<file path="src/mips_settings.svh">
//----------------------------
// mips settings
// widths and memory size shared by the core and its testbench
//----------------------------

`ifndef MIPS_SETTINGS_SVH
`define MIPS_SETTINGS_SVH

`define MIPS_WIDTH     32  // data and address width
`define MIPS_REGBITS   5   // register index width
`define MIPS_MEM_WORDS 64  // external memory depth, address taken modulo

`endif

</file>
<file path="src/mips_pkg.sv">
//----------------------------
// mips package
// opcodes, function codes, FSM states and the control word
//----------------------------
`default_nettype none

package mips_pkg;

   typedef enum logic [5:0] {
      RTYPE = 6'b000000,
      J     = 6'b000010,
      BEQ   = 6'b000100,
      BNE   = 6'b000101,
      ADDI  = 6'b001000,
      ORI   = 6'b001101,
      LW    = 6'b100011,
      SW    = 6'b101011,
      HALT  = 6'b111111
   } opcode_t;

   typedef enum logic [5:0] {
      F_ADD = 6'b100000,
      F_SUB = 6'b100010,
      F_AND = 6'b100100,
      F_OR  = 6'b100101,
      F_XOR = 6'b100110,
      F_NOR = 6'b100111,
      F_SLT = 6'b101010
   } funct_t;

   typedef enum logic [3:0] {
      ALU_AND, ALU_OR, ALU_XOR, ALU_NOR, ALU_ADD, ALU_SUB, ALU_SLT
   } alu_op_t;

   typedef enum logic [1:0] {MODE_ADD, MODE_SUB, MODE_FUNCT, MODE_IMM} alu_mode_t;

   typedef enum logic [3:0] {
      FETCH, DECODE, MEMADR, LWRD, LWWR, SWWR, RTYPEEX, RTYPEWR,
      ITYPEEX, ITYPEWR, BREX, JEX, HALTED
   } state_t;

   typedef enum logic [1:0] {PC_ALU, PC_BRANCH, PC_JUMP} pc_src_t;

   typedef enum logic [1:0] {SRCB_REG, SRCB_ONE, SRCB_IMM} src_b_t;

   typedef struct packed {
      logic      ir_write;
      logic      pc_write;
      logic      branch;
      logic      branch_ne;   // taken when not zero
      logic      reg_write;
      logic      reg_dst;     // 1 selects rd, 0 selects rt
      logic      mem_to_reg;
      logic      i_or_d;      // 1 puts alu_out on the address
      logic      src_a;       // 1 selects A, 0 selects pc
      src_b_t    src_b;
      alu_mode_t alu_mode;
      pc_src_t   pc_src;
   } ctrl_t;

   // ---- instruction layout ----
   typedef struct packed {
      logic [4:0] rs;
      logic [4:0] rt;
      logic [4:0] rd;
      logic [4:0] shamt;
      funct_t     funct;
   } r_fields_t;

   typedef struct packed {
      logic [4:0]  rs;
      logic [4:0]  rt;
      logic [15:0] imm;
   } i_fields_t;

   typedef union packed {
      r_fields_t   r;
      i_fields_t   i;
      logic [25:0] target;  // j format
   } fields_t;

   typedef struct packed {
      opcode_t op;
      fields_t f;
   } instr_t;

endpackage

`default_nettype wire

</file>
<file path="src/mips_regfile.sv">
//----------------------------
// mips register file
// 2 read ports, 1 write port
//----------------------------
`default_nettype none
`include "mips_settings.svh"

module mips_regfile (
   input  logic                      clk,
   input  logic                      reg_write,
   input  logic [`MIPS_REGBITS-1:0]  ra1,
   input  logic [`MIPS_REGBITS-1:0]  ra2,
   input  logic [`MIPS_REGBITS-1:0]  wa,
   input  logic [`MIPS_WIDTH-1:0]    wd,
   output logic [`MIPS_WIDTH-1:0]    rd1,
   output logic [`MIPS_WIDTH-1:0]    rd2
);

   logic [`MIPS_WIDTH-1:0] regs [0:(1<<`MIPS_REGBITS)-1];

   always_ff @(posedge clk)
   begin
      if (reg_write)
         regs[wa] <= wd;
   end

   assign rd1 = (ra1 == '0) ? '0 : regs[ra1];  // r0 reads zero
   assign rd2 = (ra2 == '0) ? '0 : regs[ra2];

endmodule

`default_nettype wire

</file>
<file path="src/mips_alu.sv">
//----------------------------
// mips alu
// operation decode, result and zero flag
//----------------------------
`default_nettype none
`include "mips_settings.svh"

module mips_alu
   import mips_pkg::*;
(
   input  alu_mode_t               alu_mode,
   input  opcode_t                 op,
   input  funct_t                  funct,
   input  logic [`MIPS_WIDTH-1:0]  a,
   input  logic [`MIPS_WIDTH-1:0]  b,
   output logic [`MIPS_WIDTH-1:0]  result,
   output logic                    zero
);

   alu_op_t alu_op;

   always_comb
   begin
      alu_op = ALU_ADD;
      case (alu_mode)
         MODE_SUB: alu_op = ALU_SUB;
         MODE_FUNCT:
         begin
            case (funct)
               F_SUB:   alu_op = ALU_SUB;
               F_AND:   alu_op = ALU_AND;
               F_OR:    alu_op = ALU_OR;
               F_XOR:   alu_op = ALU_XOR;
               F_NOR:   alu_op = ALU_NOR;
               F_SLT:   alu_op = ALU_SLT;
               default: alu_op = ALU_ADD;
            endcase
         end
         MODE_IMM:  alu_op = (op == ORI) ? ALU_OR : ALU_ADD;
         default:   alu_op = ALU_ADD;  // address and pc math
      endcase
   end

   always_comb
   begin
      case (alu_op)
         ALU_AND: result = a & b;
         ALU_OR:  result = a | b;
         ALU_XOR: result = a ^ b;
         ALU_NOR: result = ~(a | b);
         ALU_SUB: result = a - b;
         ALU_SLT: result = {{(`MIPS_WIDTH-1){1'b0}}, $signed(a) < $signed(b)};
         default: result = a + b;
      endcase
   end

   assign zero = (result == '0);

endmodule

`default_nettype wire

</file>
<file path="src/mips_control.sv">
//----------------------------
// mips control
// multicycle FSM, drives the control word and memory strobes
//----------------------------
`default_nettype none

module mips_control
   import mips_pkg::*;
(
   input  logic    clk,
   input  logic    reset,
   input  opcode_t op,
   output ctrl_t   ctrl,
   output logic    mem_read,
   output logic    mem_write,
   output logic    halted
);

   state_t state;
   state_t next_state;

   always_ff @(posedge clk)
   begin
      if (reset)
         state <= FETCH;
      else
         state <= next_state;
   end

   //----------------------------
   // next state
   //----------------------------
   always_comb
   begin
      next_state = FETCH;
      case (state)
         FETCH:   next_state = DECODE;
         DECODE:
         begin
            case (op)
               LW, SW:    next_state = MEMADR;
               RTYPE:     next_state = RTYPEEX;
               ADDI, ORI: next_state = ITYPEEX;
               BEQ, BNE:  next_state = BREX;
               J:         next_state = JEX;
               HALT:      next_state = HALTED;
               default:   next_state = FETCH;  // undefined opcode, no effect
            endcase
         end
         MEMADR:  next_state = (op == LW) ? LWRD : SWWR;
         LWRD:    next_state = LWWR;
         RTYPEEX: next_state = RTYPEWR;
         ITYPEEX: next_state = ITYPEWR;
         HALTED:  next_state = HALTED;  // only reset leaves
         default: next_state = FETCH;
      endcase
   end

   //----------------------------
   // outputs per state
   //----------------------------
   always_comb
   begin
      ctrl      = '0;
      mem_read  = 1'b0;
      mem_write = 1'b0;
      halted    = 1'b0;
      case (state)
         FETCH:
         begin
            mem_read      = 1'b1;
            ctrl.ir_write = 1'b1;
            ctrl.pc_write = 1'b1;
            ctrl.src_b    = SRCB_ONE;  // pc + 1
         end
         MEMADR:
         begin
            ctrl.src_a = 1'b1;
            ctrl.src_b = SRCB_IMM;
         end
         LWRD:
         begin
            mem_read    = 1'b1;
            ctrl.i_or_d = 1'b1;
         end
         LWWR:
         begin
            ctrl.reg_write  = 1'b1;
            ctrl.mem_to_reg = 1'b1;
         end
         SWWR:
         begin
            mem_write   = 1'b1;
            ctrl.i_or_d = 1'b1;
         end
         RTYPEEX:
         begin
            ctrl.src_a    = 1'b1;
            ctrl.alu_mode = MODE_FUNCT;
         end
         RTYPEWR:
         begin
            ctrl.reg_write = 1'b1;
            ctrl.reg_dst   = 1'b1;
         end
         ITYPEEX:
         begin
            ctrl.src_a    = 1'b1;
            ctrl.src_b    = SRCB_IMM;
            ctrl.alu_mode = MODE_IMM;
         end
         ITYPEWR: ctrl.reg_write = 1'b1;
         BREX:
         begin
            ctrl.src_a     = 1'b1;
            ctrl.alu_mode  = MODE_SUB;  // compare A and B
            ctrl.branch    = 1'b1;
            ctrl.branch_ne = (op == BNE);
            ctrl.pc_src    = PC_BRANCH;
         end
         JEX:
         begin
            ctrl.pc_write = 1'b1;
            ctrl.pc_src   = PC_JUMP;
         end
         HALTED:  halted = 1'b1;
         default: ;
      endcase
   end

endmodule

`default_nettype wire

</file>
<file path="src/mips_datapath.sv">
//----------------------------
// mips datapath
// pc, ir and staging registers, operand muxes, branch decision
//----------------------------
`default_nettype none
`include "mips_settings.svh"

module mips_datapath
   import mips_pkg::*;
(
   input  logic                    clk,
   input  logic                    reset,
   input  ctrl_t                   ctrl,
   input  logic [`MIPS_WIDTH-1:0]  mem_data,
   output opcode_t                 op,
   output logic [`MIPS_WIDTH-1:0]  adr,
   output logic [`MIPS_WIDTH-1:0]  write_data
);

   logic [`MIPS_WIDTH-1:0]   pc;
   logic [`MIPS_WIDTH-1:0]   next_pc;
   instr_t                   instr;
   logic [`MIPS_WIDTH-1:0]   mdr;
   logic [`MIPS_WIDTH-1:0]   a_reg;
   logic [`MIPS_WIDTH-1:0]   b_reg;
   logic [`MIPS_WIDTH-1:0]   alu_out;
   logic [`MIPS_WIDTH-1:0]   rd1;
   logic [`MIPS_WIDTH-1:0]   rd2;
   logic [`MIPS_WIDTH-1:0]   wd;
   logic [`MIPS_REGBITS-1:0] wa;
   logic [`MIPS_WIDTH-1:0]   src_a_val;
   logic [`MIPS_WIDTH-1:0]   src_b_val;
   logic [`MIPS_WIDTH-1:0]   alu_result;
   logic [`MIPS_WIDTH-1:0]   imm_ext;
   logic [`MIPS_WIDTH-1:0]   jump_adr;
   logic                     zero;
   logic                     pc_en;

   //----------------------------
   // registers
   //----------------------------
   always_ff @(posedge clk)
   begin
      if (reset)
         pc <= '0;
      else if (pc_en)
         pc <= next_pc;
   end

   always_ff @(posedge clk)
   begin
      if (ctrl.ir_write)
         instr <= instr_t'(mem_data);
      mdr     <= mem_data;
      a_reg   <= rd1;
      b_reg   <= rd2;
      alu_out <= alu_result;
   end

   assign op         = instr.op;
   assign write_data = b_reg;
   assign imm_ext    = {{(`MIPS_WIDTH-16){1'b0}}, instr.f.i.imm};     // zero extended
   assign jump_adr   = {{(`MIPS_WIDTH-26){1'b0}}, instr.f.target};

   assign adr       = ctrl.i_or_d ? alu_out : pc;
   assign wa        = ctrl.reg_dst ? instr.f.r.rd : instr.f.r.rt;
   assign wd        = ctrl.mem_to_reg ? mdr : alu_out;
   assign src_a_val = ctrl.src_a ? a_reg : pc;

   always_comb
   begin
      case (ctrl.src_b)
         SRCB_ONE: src_b_val = {{(`MIPS_WIDTH-1){1'b0}}, 1'b1};
         SRCB_IMM: src_b_val = imm_ext;
         default:  src_b_val = b_reg;
      endcase
   end

   always_comb
   begin
      case (ctrl.pc_src)
         PC_BRANCH: next_pc = imm_ext;  // absolute word address
         PC_JUMP:   next_pc = jump_adr;
         default:   next_pc = alu_result;
      endcase
   end

   // beq taken on zero, bne on not zero
   assign pc_en = ctrl.pc_write | (ctrl.branch & (zero ^ ctrl.branch_ne));

   mips_regfile rf (
      .clk       (clk),
      .reg_write (ctrl.reg_write),
      .ra1       (instr.f.r.rs),
      .ra2       (instr.f.r.rt),
      .wa        (wa),
      .wd        (wd),
      .rd1       (rd1),
      .rd2       (rd2)
   );

   mips_alu alu (
      .alu_mode (ctrl.alu_mode),
      .op       (instr.op),
      .funct    (instr.f.r.funct),
      .a        (src_a_val),
      .b        (src_b_val),
      .result   (alu_result),
      .zero     (zero)
   );

endmodule

`default_nettype wire

</file>
<file path="src/mips_core.sv">
//----------------------------
// mips core
// multicycle cpu, control plus datapath
//----------------------------
`default_nettype none
`include "mips_settings.svh"

module mips_core
   import mips_pkg::*;
(
   input  logic                    clk,
   input  logic                    reset,
   input  logic [`MIPS_WIDTH-1:0]  mem_data,
   output logic                    mem_read,
   output logic                    mem_write,
   output logic [`MIPS_WIDTH-1:0]  adr,
   output logic [`MIPS_WIDTH-1:0]  write_data,
   output logic                    halted
);

   ctrl_t   ctrl;
   opcode_t op;

   mips_control control (
      .clk       (clk),
      .reset     (reset),
      .op        (op),
      .ctrl      (ctrl),
      .mem_read  (mem_read),
      .mem_write (mem_write),
      .halted    (halted)
   );

   mips_datapath datapath (
      .clk        (clk),
      .reset      (reset),
      .ctrl       (ctrl),
      .mem_data   (mem_data),
      .op         (op),
      .adr        (adr),
      .write_data (write_data)
   );

endmodule

`default_nettype wire

</file>
<file path="config.mk">
export PLATFORM = sky130hd
export DESIGN_NAME = mips_core
export DESIGN_NICKNAME = d
export VERILOG_FILES = /design/src/mips_pkg.sv /design/src/mips_regfile.sv /design/src/mips_alu.sv /design/src/mips_control.sv /design/src/mips_datapath.sv /design/src/mips_core.sv
export VERILOG_INCLUDE_DIRS = /design/src /design/src/src
export SDC_FILE = /design/constraint.sdc
export NUM_CORES = 2
export LEC_CHECK = 0
export ABC_AREA = 1
export BUFFER_PORTS_ARGS = -buffer_cell sky130_fd_sc_hd__buf_2
export CORE_UTILIZATION = 50
export DETAILED_ROUTE_END_ITERATION = 8
export GPL_TIMING_DRIVEN = 1
export PLACE_DENSITY = 0.66
export SLEW_MARGIN = 30
export SYNTH_ARGS = -nofsm -noshare
export SYNTH_HDL_FRONTEND = slang
export SYNTH_SLANG_ARGS = --single-unit
</file>
<file path="constraint.sdc">
create_clock -name clk -period 7.16 [get_ports clk]
set_input_delay 2.148 -clock clk [delete_from_list [all_inputs] [get_ports clk]]
set_output_delay 2.148 -clock clk [all_outputs]
set_load 0.05 [all_outputs]
</file>
Word level (Yosys, flattened, before mapping)
Memories as Yosys holds them, arrays and structs flattened. A register that Yosys moved wholly into a read port is not among the register bits.
Cells that the tools add are included.
{"block": "classes", "n_addsub": 2, "magnitude_cmp": 1, "n_eq_ne": 38, "muxes": 29, "bitwise": 7, "n_reduce_logical": 15}
{"cell": "32-bit one-hot mux with 6 select lines", "count": 1}
{"cell": "32-bit one-hot mux with 2 select lines", "count": 2}
{"cell": "32-bit two-way mux", "count": 3}
{"cell": "6-bit equality test (second input constant)", "count": 9}
{"cell": "32-bit adder", "count": 1}
{"cell": "32-bit bitwise AND", "count": 1}
{"cell": "32-bit zero test", "count": 1}
{"cell": "32-bit less-than comparator", "count": 1}
{"cell": "32-bit inverter", "count": 1}
{"cell": "32-bit OR", "count": 1}
{"cell": "32-bit subtractor", "count": 1}
{"cell": "32-bit XOR", "count": 1}
{"cell": "4-bit one-hot mux with 7 select lines", "count": 1}
{"cell": "4-bit by 3-bit equality test with 1-bit output (second input constant)", "count": 6}
{"cell": "4-bit one-hot mux with 6 select lines", "count": 1}
{"cell": "4-bit equality test (second input constant)", "count": 5}
{"cell": "3-bit one-hot mux with 6 select lines", "count": 1}
{"cell": "4-bit by 2-bit equality test with 1-bit output (second input constant)", "count": 4}
{"cell": "2-bit OR reduction", "count": 7}
{"cell": "6-bit by 3-bit equality test with 1-bit output (second input constant)", "count": 2}
{"cell": "6-bit by 4-bit equality test with 1-bit output (second input constant)", "count": 2}
{"cell": "1-bit two-way mux", "count": 12}
{"cell": "5-bit zero test", "count": 2}
{"cell": "3-bit one-hot mux with 3 select lines", "count": 1}
{"cell": "16 further kinds", "count": 25}
{"block": "word_totals", "reg_bits": 132, "mem_bits_rw": 1024, "input_bits": 34, "out_inout_bits": 67, "wordCells": 99, "n_memories": 1}
{"memory": "datapath.rf.regs", "depth": 32, "word_bits": 32, "rd": 2, "rd_clocked_by_memory_dff": 2, "write_ports": 1, "line_no": "mips_regfile.sv:19", "rtl": "logic [`MIPS_WIDTH-1:0] regs [0:(1<<`MIPS_REGBITS)-1];"}

Depth between registers and ports, before layout
{"block": "logic_depth", "word_depth": 12, "depth_mapped": 39, "ltp_nobuf": 37}

Hierarchy
A second synthesis with hierarchy kept.
{"block": "unflattened", "hier_cells": 8395, "area_unflattened_um2": 67155.7}
{"mod": "mips_regfile", "n_inst": 1, "cells_each": 5956, "area_per_inst_um2": 52105.0, "seq_area_each_um2": 30749.5}
{"mod": "mips_alu", "n_inst": 1, "cells_each": 1558, "area_per_inst_um2": 7534.7, "seq_area_each_um2": 0.0}
{"mod": "mips_datapath", "n_inst": 1, "cells_each": 787, "area_per_inst_um2": 7036.7, "seq_area_each_um2": 4164.0}
{"mod": "mips_control", "n_inst": 1, "cells_each": 94, "area_per_inst_um2": 479.2, "seq_area_each_um2": 80.1}

Worst setup path after synthesis
Ideal clock, no wire load.
{"block": "synth_timing", "path_kind": "reg2reg", "start": "register control.state[1]", "end": "register datapath.pc[10]", "setup_time_ns": 0.113, "arrival_ns": 5.840, "required_ns": 7.047, "setup_slack_ns": 1.207, "stages_incl_launch_ff": 36, "n_path_buf": 4, "synth_period_minus_slack_ns": 5.953, "path_cell_list": "dfxtp_1 -> nor2_2 -> inv_2 -> nor2_1 -> inv_1 -> ha_1 -> inv_1 -> nand2_1 -> clkbuf_1 -> o21a_1 -> inv_1 -> ha_1 -> clkbuf_1 -> nand2_1 -> nor2_1 -> inv_1 -> nor2_1 -> nand2_1 -> nand3_1 -> nand2_1 -> nand2_1 -> nand2_1 -> inv_1 -> nor2_1 -> nor2_1 -> nand2_1 -> nor2_1 -> nand2_1 -> nor2_1 -> nand3_1 -> nand3_4 -> nand2_2 -> buf_6 -> buf_6 -> nor2_1 -> nor2_1"}
{"block": "synth_via", "elab_chain_cells": 12, "word_cells_on_any_way": 44}
{"element": "start: declaration", "line_no": "mips_control.sv:19", "rtl": "state_t state;"}
{"element": "start signal: assignment", "line_no": "mips_control.sv:27", "rtl": "state <= next_state;"}
{"element": "parallel branches: the longest is 12 deep, another holds 32-bit adder"}
{"element": "end signal: assignment", "line_no": "mips_datapath.sv:47", "rtl": "pc <= next_pc;"}
{"element": "end: declaration", "line_no": "mips_datapath.sv:20", "rtl": "logic [`MIPS_WIDTH-1:0] pc;"}
Several ways; the timed one is not identified.
A chain may end at the register's enable or synchronous reset.

Worst setup path after layout
{"block": "layout_timing", "start": "register control.state[3]", "end": "register datapath.pc[10]"}
Same word-level chain as after synthesis.

==> results.md <==
- Status: finished clean
- Worst Hold Depth: 2
- TritonCTS Sinks: 1220
- PwrDens: 318.7 mW/mm2
- First-pass DRT Iterations: 6
- Number of synthesized flops with an enable pin: 1056
- Post-CTS setup buffer count: 0
- Final clock skew: 0.04113 ns
- RePlAce Congestion: 1.001
- Final core utilization: 55.48%
- Most frequent cells in the layout: 1246 x o21ai_0, 1056 x edfxtp_1, 983 x nand2_1, 787 x inv_1, 620 x nor2_1
- Crit-path max cell delay: 0.60 ns
- FP Rows: 131
- Synth Register Bits: 1220
- Mapped Avg Cell Area: 8.843 um2
- Synthesized Nets: 7401
- Period minus WS final: 6.348 ns
- Starting density of the core: 50.34%
- Hold slack: 0.4869 ns
- Mapped Area: 0.06419 mm2
- Total power: 22.55 mW
- Avg Vias per Cell: 6.375
- DRT iter0 DRCs: 8574
- Core Footprint: 0.1275 mm2
- DP Worst Slack: 0.9070 ns
- PortBufs: 100
- CP required: 7.82 ns
- Largest net degree at the start of global routing: 207
- Fill count: 11340
- Highest clock rate: 157.5 MHz
- Normalized max-slew margin: 24.80%
- YS warnings: 0
- H-Tree Depth: 4
- Routed len/inst: 27.69 um
- Final Cell Area: 0.07075 mm2
- CP max-delay cell: nand2_1
- First-pass GRT wire length: 353100 um
- Routed via count: 56690
- Drc violations: 0
- WP data arrival: 7.01 ns
- Vias in the first global route: 52230
- Worst skew pair latency: 0.79 ns
- Max-cap violations: 0
- Antenna-violating nets left: 0
- Post-synthesis async set-or-reset flop share: 0%
- Total wire length: 246200 um
- Num ports: 101
- Unrepaired setup endpoints after global routing: no
- Final setup fails: 0
- TNS Setup: 0 ns
- Final nets: 7261
- Mapped Cells: 7259
- CTS Hold Bufs: 0
- Hold Vio Cnt, Final: 0
- Full die area: 0.1298 mm2
- Min-Delay Path Class: flop to flop
- Final worst-path setup slack: 0.8117 ns
- CTS root buf: clkbuf_16
- Final Cycle Share: 88.66%
- Placed insts: 8645
- Synth Flop Type: edfxtp_1
- Clock buffer count from CTS: 134
- Share of the yosys chip area belonging to registers: 54.52%
- Max-slew violation count: 0
- Worst R2R Path Depth: 34
- Synth cell types: 50
- Gr usage total: 37.10%
- Register Area: 0.03499 mm2
- Worst setup SP type: flop
- Max reg flops: 1024
- Placed inst area: 0.06644 mm2
- Peak supply drop: 0.2188 mV
- CP Capture Type: flop
- P&R area growth vs syn: 10.22%
- Max clock buf depth: 3
- CTS clock-pin slew for the worst setup and hold paths: 0.06 ns
- Register bank with the most flops: datapath.rf.regs
- Overflow after GRT: 0
- Die W: 360.3 um
- Area occupied by multi-input gates: 0.02450 mm2
- Worst slew pin tran: 1.128 ns
- Layout cell share with drive strength beyond 1: 7.599%
- Die Ht: 360.3 um
- Crit Path Max Fanout: 29
- CTS tree: done
- P_leak: 27.12 nW
- CTS resizes: 0
- CP Class: flop to flop
- Commonest non-fill, non-tap cell in the layout: o21ai_0
- Non-Filler Instances: 8893
- DP Wirelength: 153800 um
- Initial antenna violation count: 12
==> power by group <==
part | internal, mW | switching [mW] | total, mW | leakage (nW)
Combinational | 1.54 | 5.02 | 6.56 | 14.0
Clock | 3.94 | 2.89 | 6.83 | 2.10
Sequential | 8.82 | 0.334 | 9.16 | 11.0
Total | 14.3 | 8.25 | 22.6 | 27.1
==> kinds of logic (layout without fill, tap and decap cells) <==
kind of cell / Yosys count / in the layout / synth area share, %
adders and majority gates: 108 / 108 / 2.129
xor gates and xnor gates: 9 / 9 / 0.1228
other: 0 / 6 / 0
buffers and inverters: 1304 / 1270 / 7.777
AOI/OAI and AO/OA: 2340 / 2340 / 20.23
and+or+nand+nor: 2237 / 2237 / 14.51
muxes: 41 / 41 / 0.7193
DFF: 1220 / 1220 / 54.52
==> per-layer routing <==
| layer | vias up | track usage (%) | part of all wire (%) | wire, um |
|---|---|---|---|---|
| li1 | 25050 | - | - | - |
| met5 | - | 0 | 0.011 | 27 |
| met2 | 3812 | 57.32 | 45 | 110500 |
| met3 | 753 | 7.448 | 12 | 28410 |
| met4 | 4 | 18.22 | 5.3 | 12960 |
| met1 | 27080 | 49.89 | 38 | 94330 |
==> worst max-delay path, delay by kind of cell, from the launching register on <==
kind	cells	cell delay (ns)
AND/OR/NAND/NOR	23	3.81
flip-flops	1	0.48
adder cells (fa/ha/maj)	2	0.73
buffers and inverters	7	0.84
AO/OA/AOI/OAI	2	0.35
==> layout make-up <==
type | instances | share of cell area (%)
flip-flops and latches | 1220 | 49.46
clock inverters | 53 | 0.7321
inverters | 804 | 4.296
diodes | 6 | 0.02122
repair buffers | 224 | 2.593
multi-input cells | 4735 | 34.62
clock buffers | 189 | 5.335
well taps | 1662 | 2.939
==> worst paths after layout <==
| path | startpoint | end | slack (ns) |
|---|---|---|---|
| setup / recovery | control.state[3]$_SDFF_PP0_ | datapath.pc[10]$_SDFFE_PP0P_ | 0.81 |
| hold / removal | datapath.pc[3]$_SDFFE_PP0P_ | datapath.pc[3]$_SDFFE_PP0P_ | 0.49 |
| setup reg to reg | control.state[3]$_SDFF_PP0_ | datapath.pc[10]$_SDFFE_PP0P_ | 0.81 |
| hold reg to reg | datapath.pc[3]$_SDFFE_PP0P_ | datapath.pc[3]$_SDFFE_PP0P_ | 0.49 |
==> synth_stat cells, drive strengths merged, types with 2 or more instances <==
| master | number | area, um2 |
|---|---|---|
| clkinv | 2 | 7.510 |
| and3 | 4 | 25.02 |
| a22oi | 10 | 75.07 |
| a21boi | 2 | 15.01 |
| a311oi | 27 | 236.5 |
| inv | 802 | 3010 |
| or2 | 7 | 43.80 |
| nand2 | 993 | 3750 |
| o22ai | 30 | 187.7 |
| nor3 | 13 | 65.06 |
| and2 | 6 | 37.54 |
| o2111ai | 4 | 35.03 |
| ha | 106 | 1326 |
| o21ai | 1265 | 6331 |
| nand4 | 34 | 219.0 |
| a31oi | 16 | 100.1 |
| mux2 | 41 | 461.7 |
| o211ai | 348 | 2613 |
| dfxtp | 164 | 3283 |
| nand3 | 494 | 2507 |
| o21bai | 10 | 75.07 |
| edfxtp | 1056 | 31710 |
| nand3b | 12 | 90.09 |
| clkbuf | 392 | 1471 |
| a41oi | 31 | 271.5 |
| buf | 108 | 503.0 |
| xor2 | 9 | 78.83 |
| nor2 | 673 | 2566 |
| fa | 2 | 40.04 |
| a21oi | 576 | 2883 |
| o21a | 15 | 112.6 |
No activity file was read; power rests on OpenSTA's default activity.
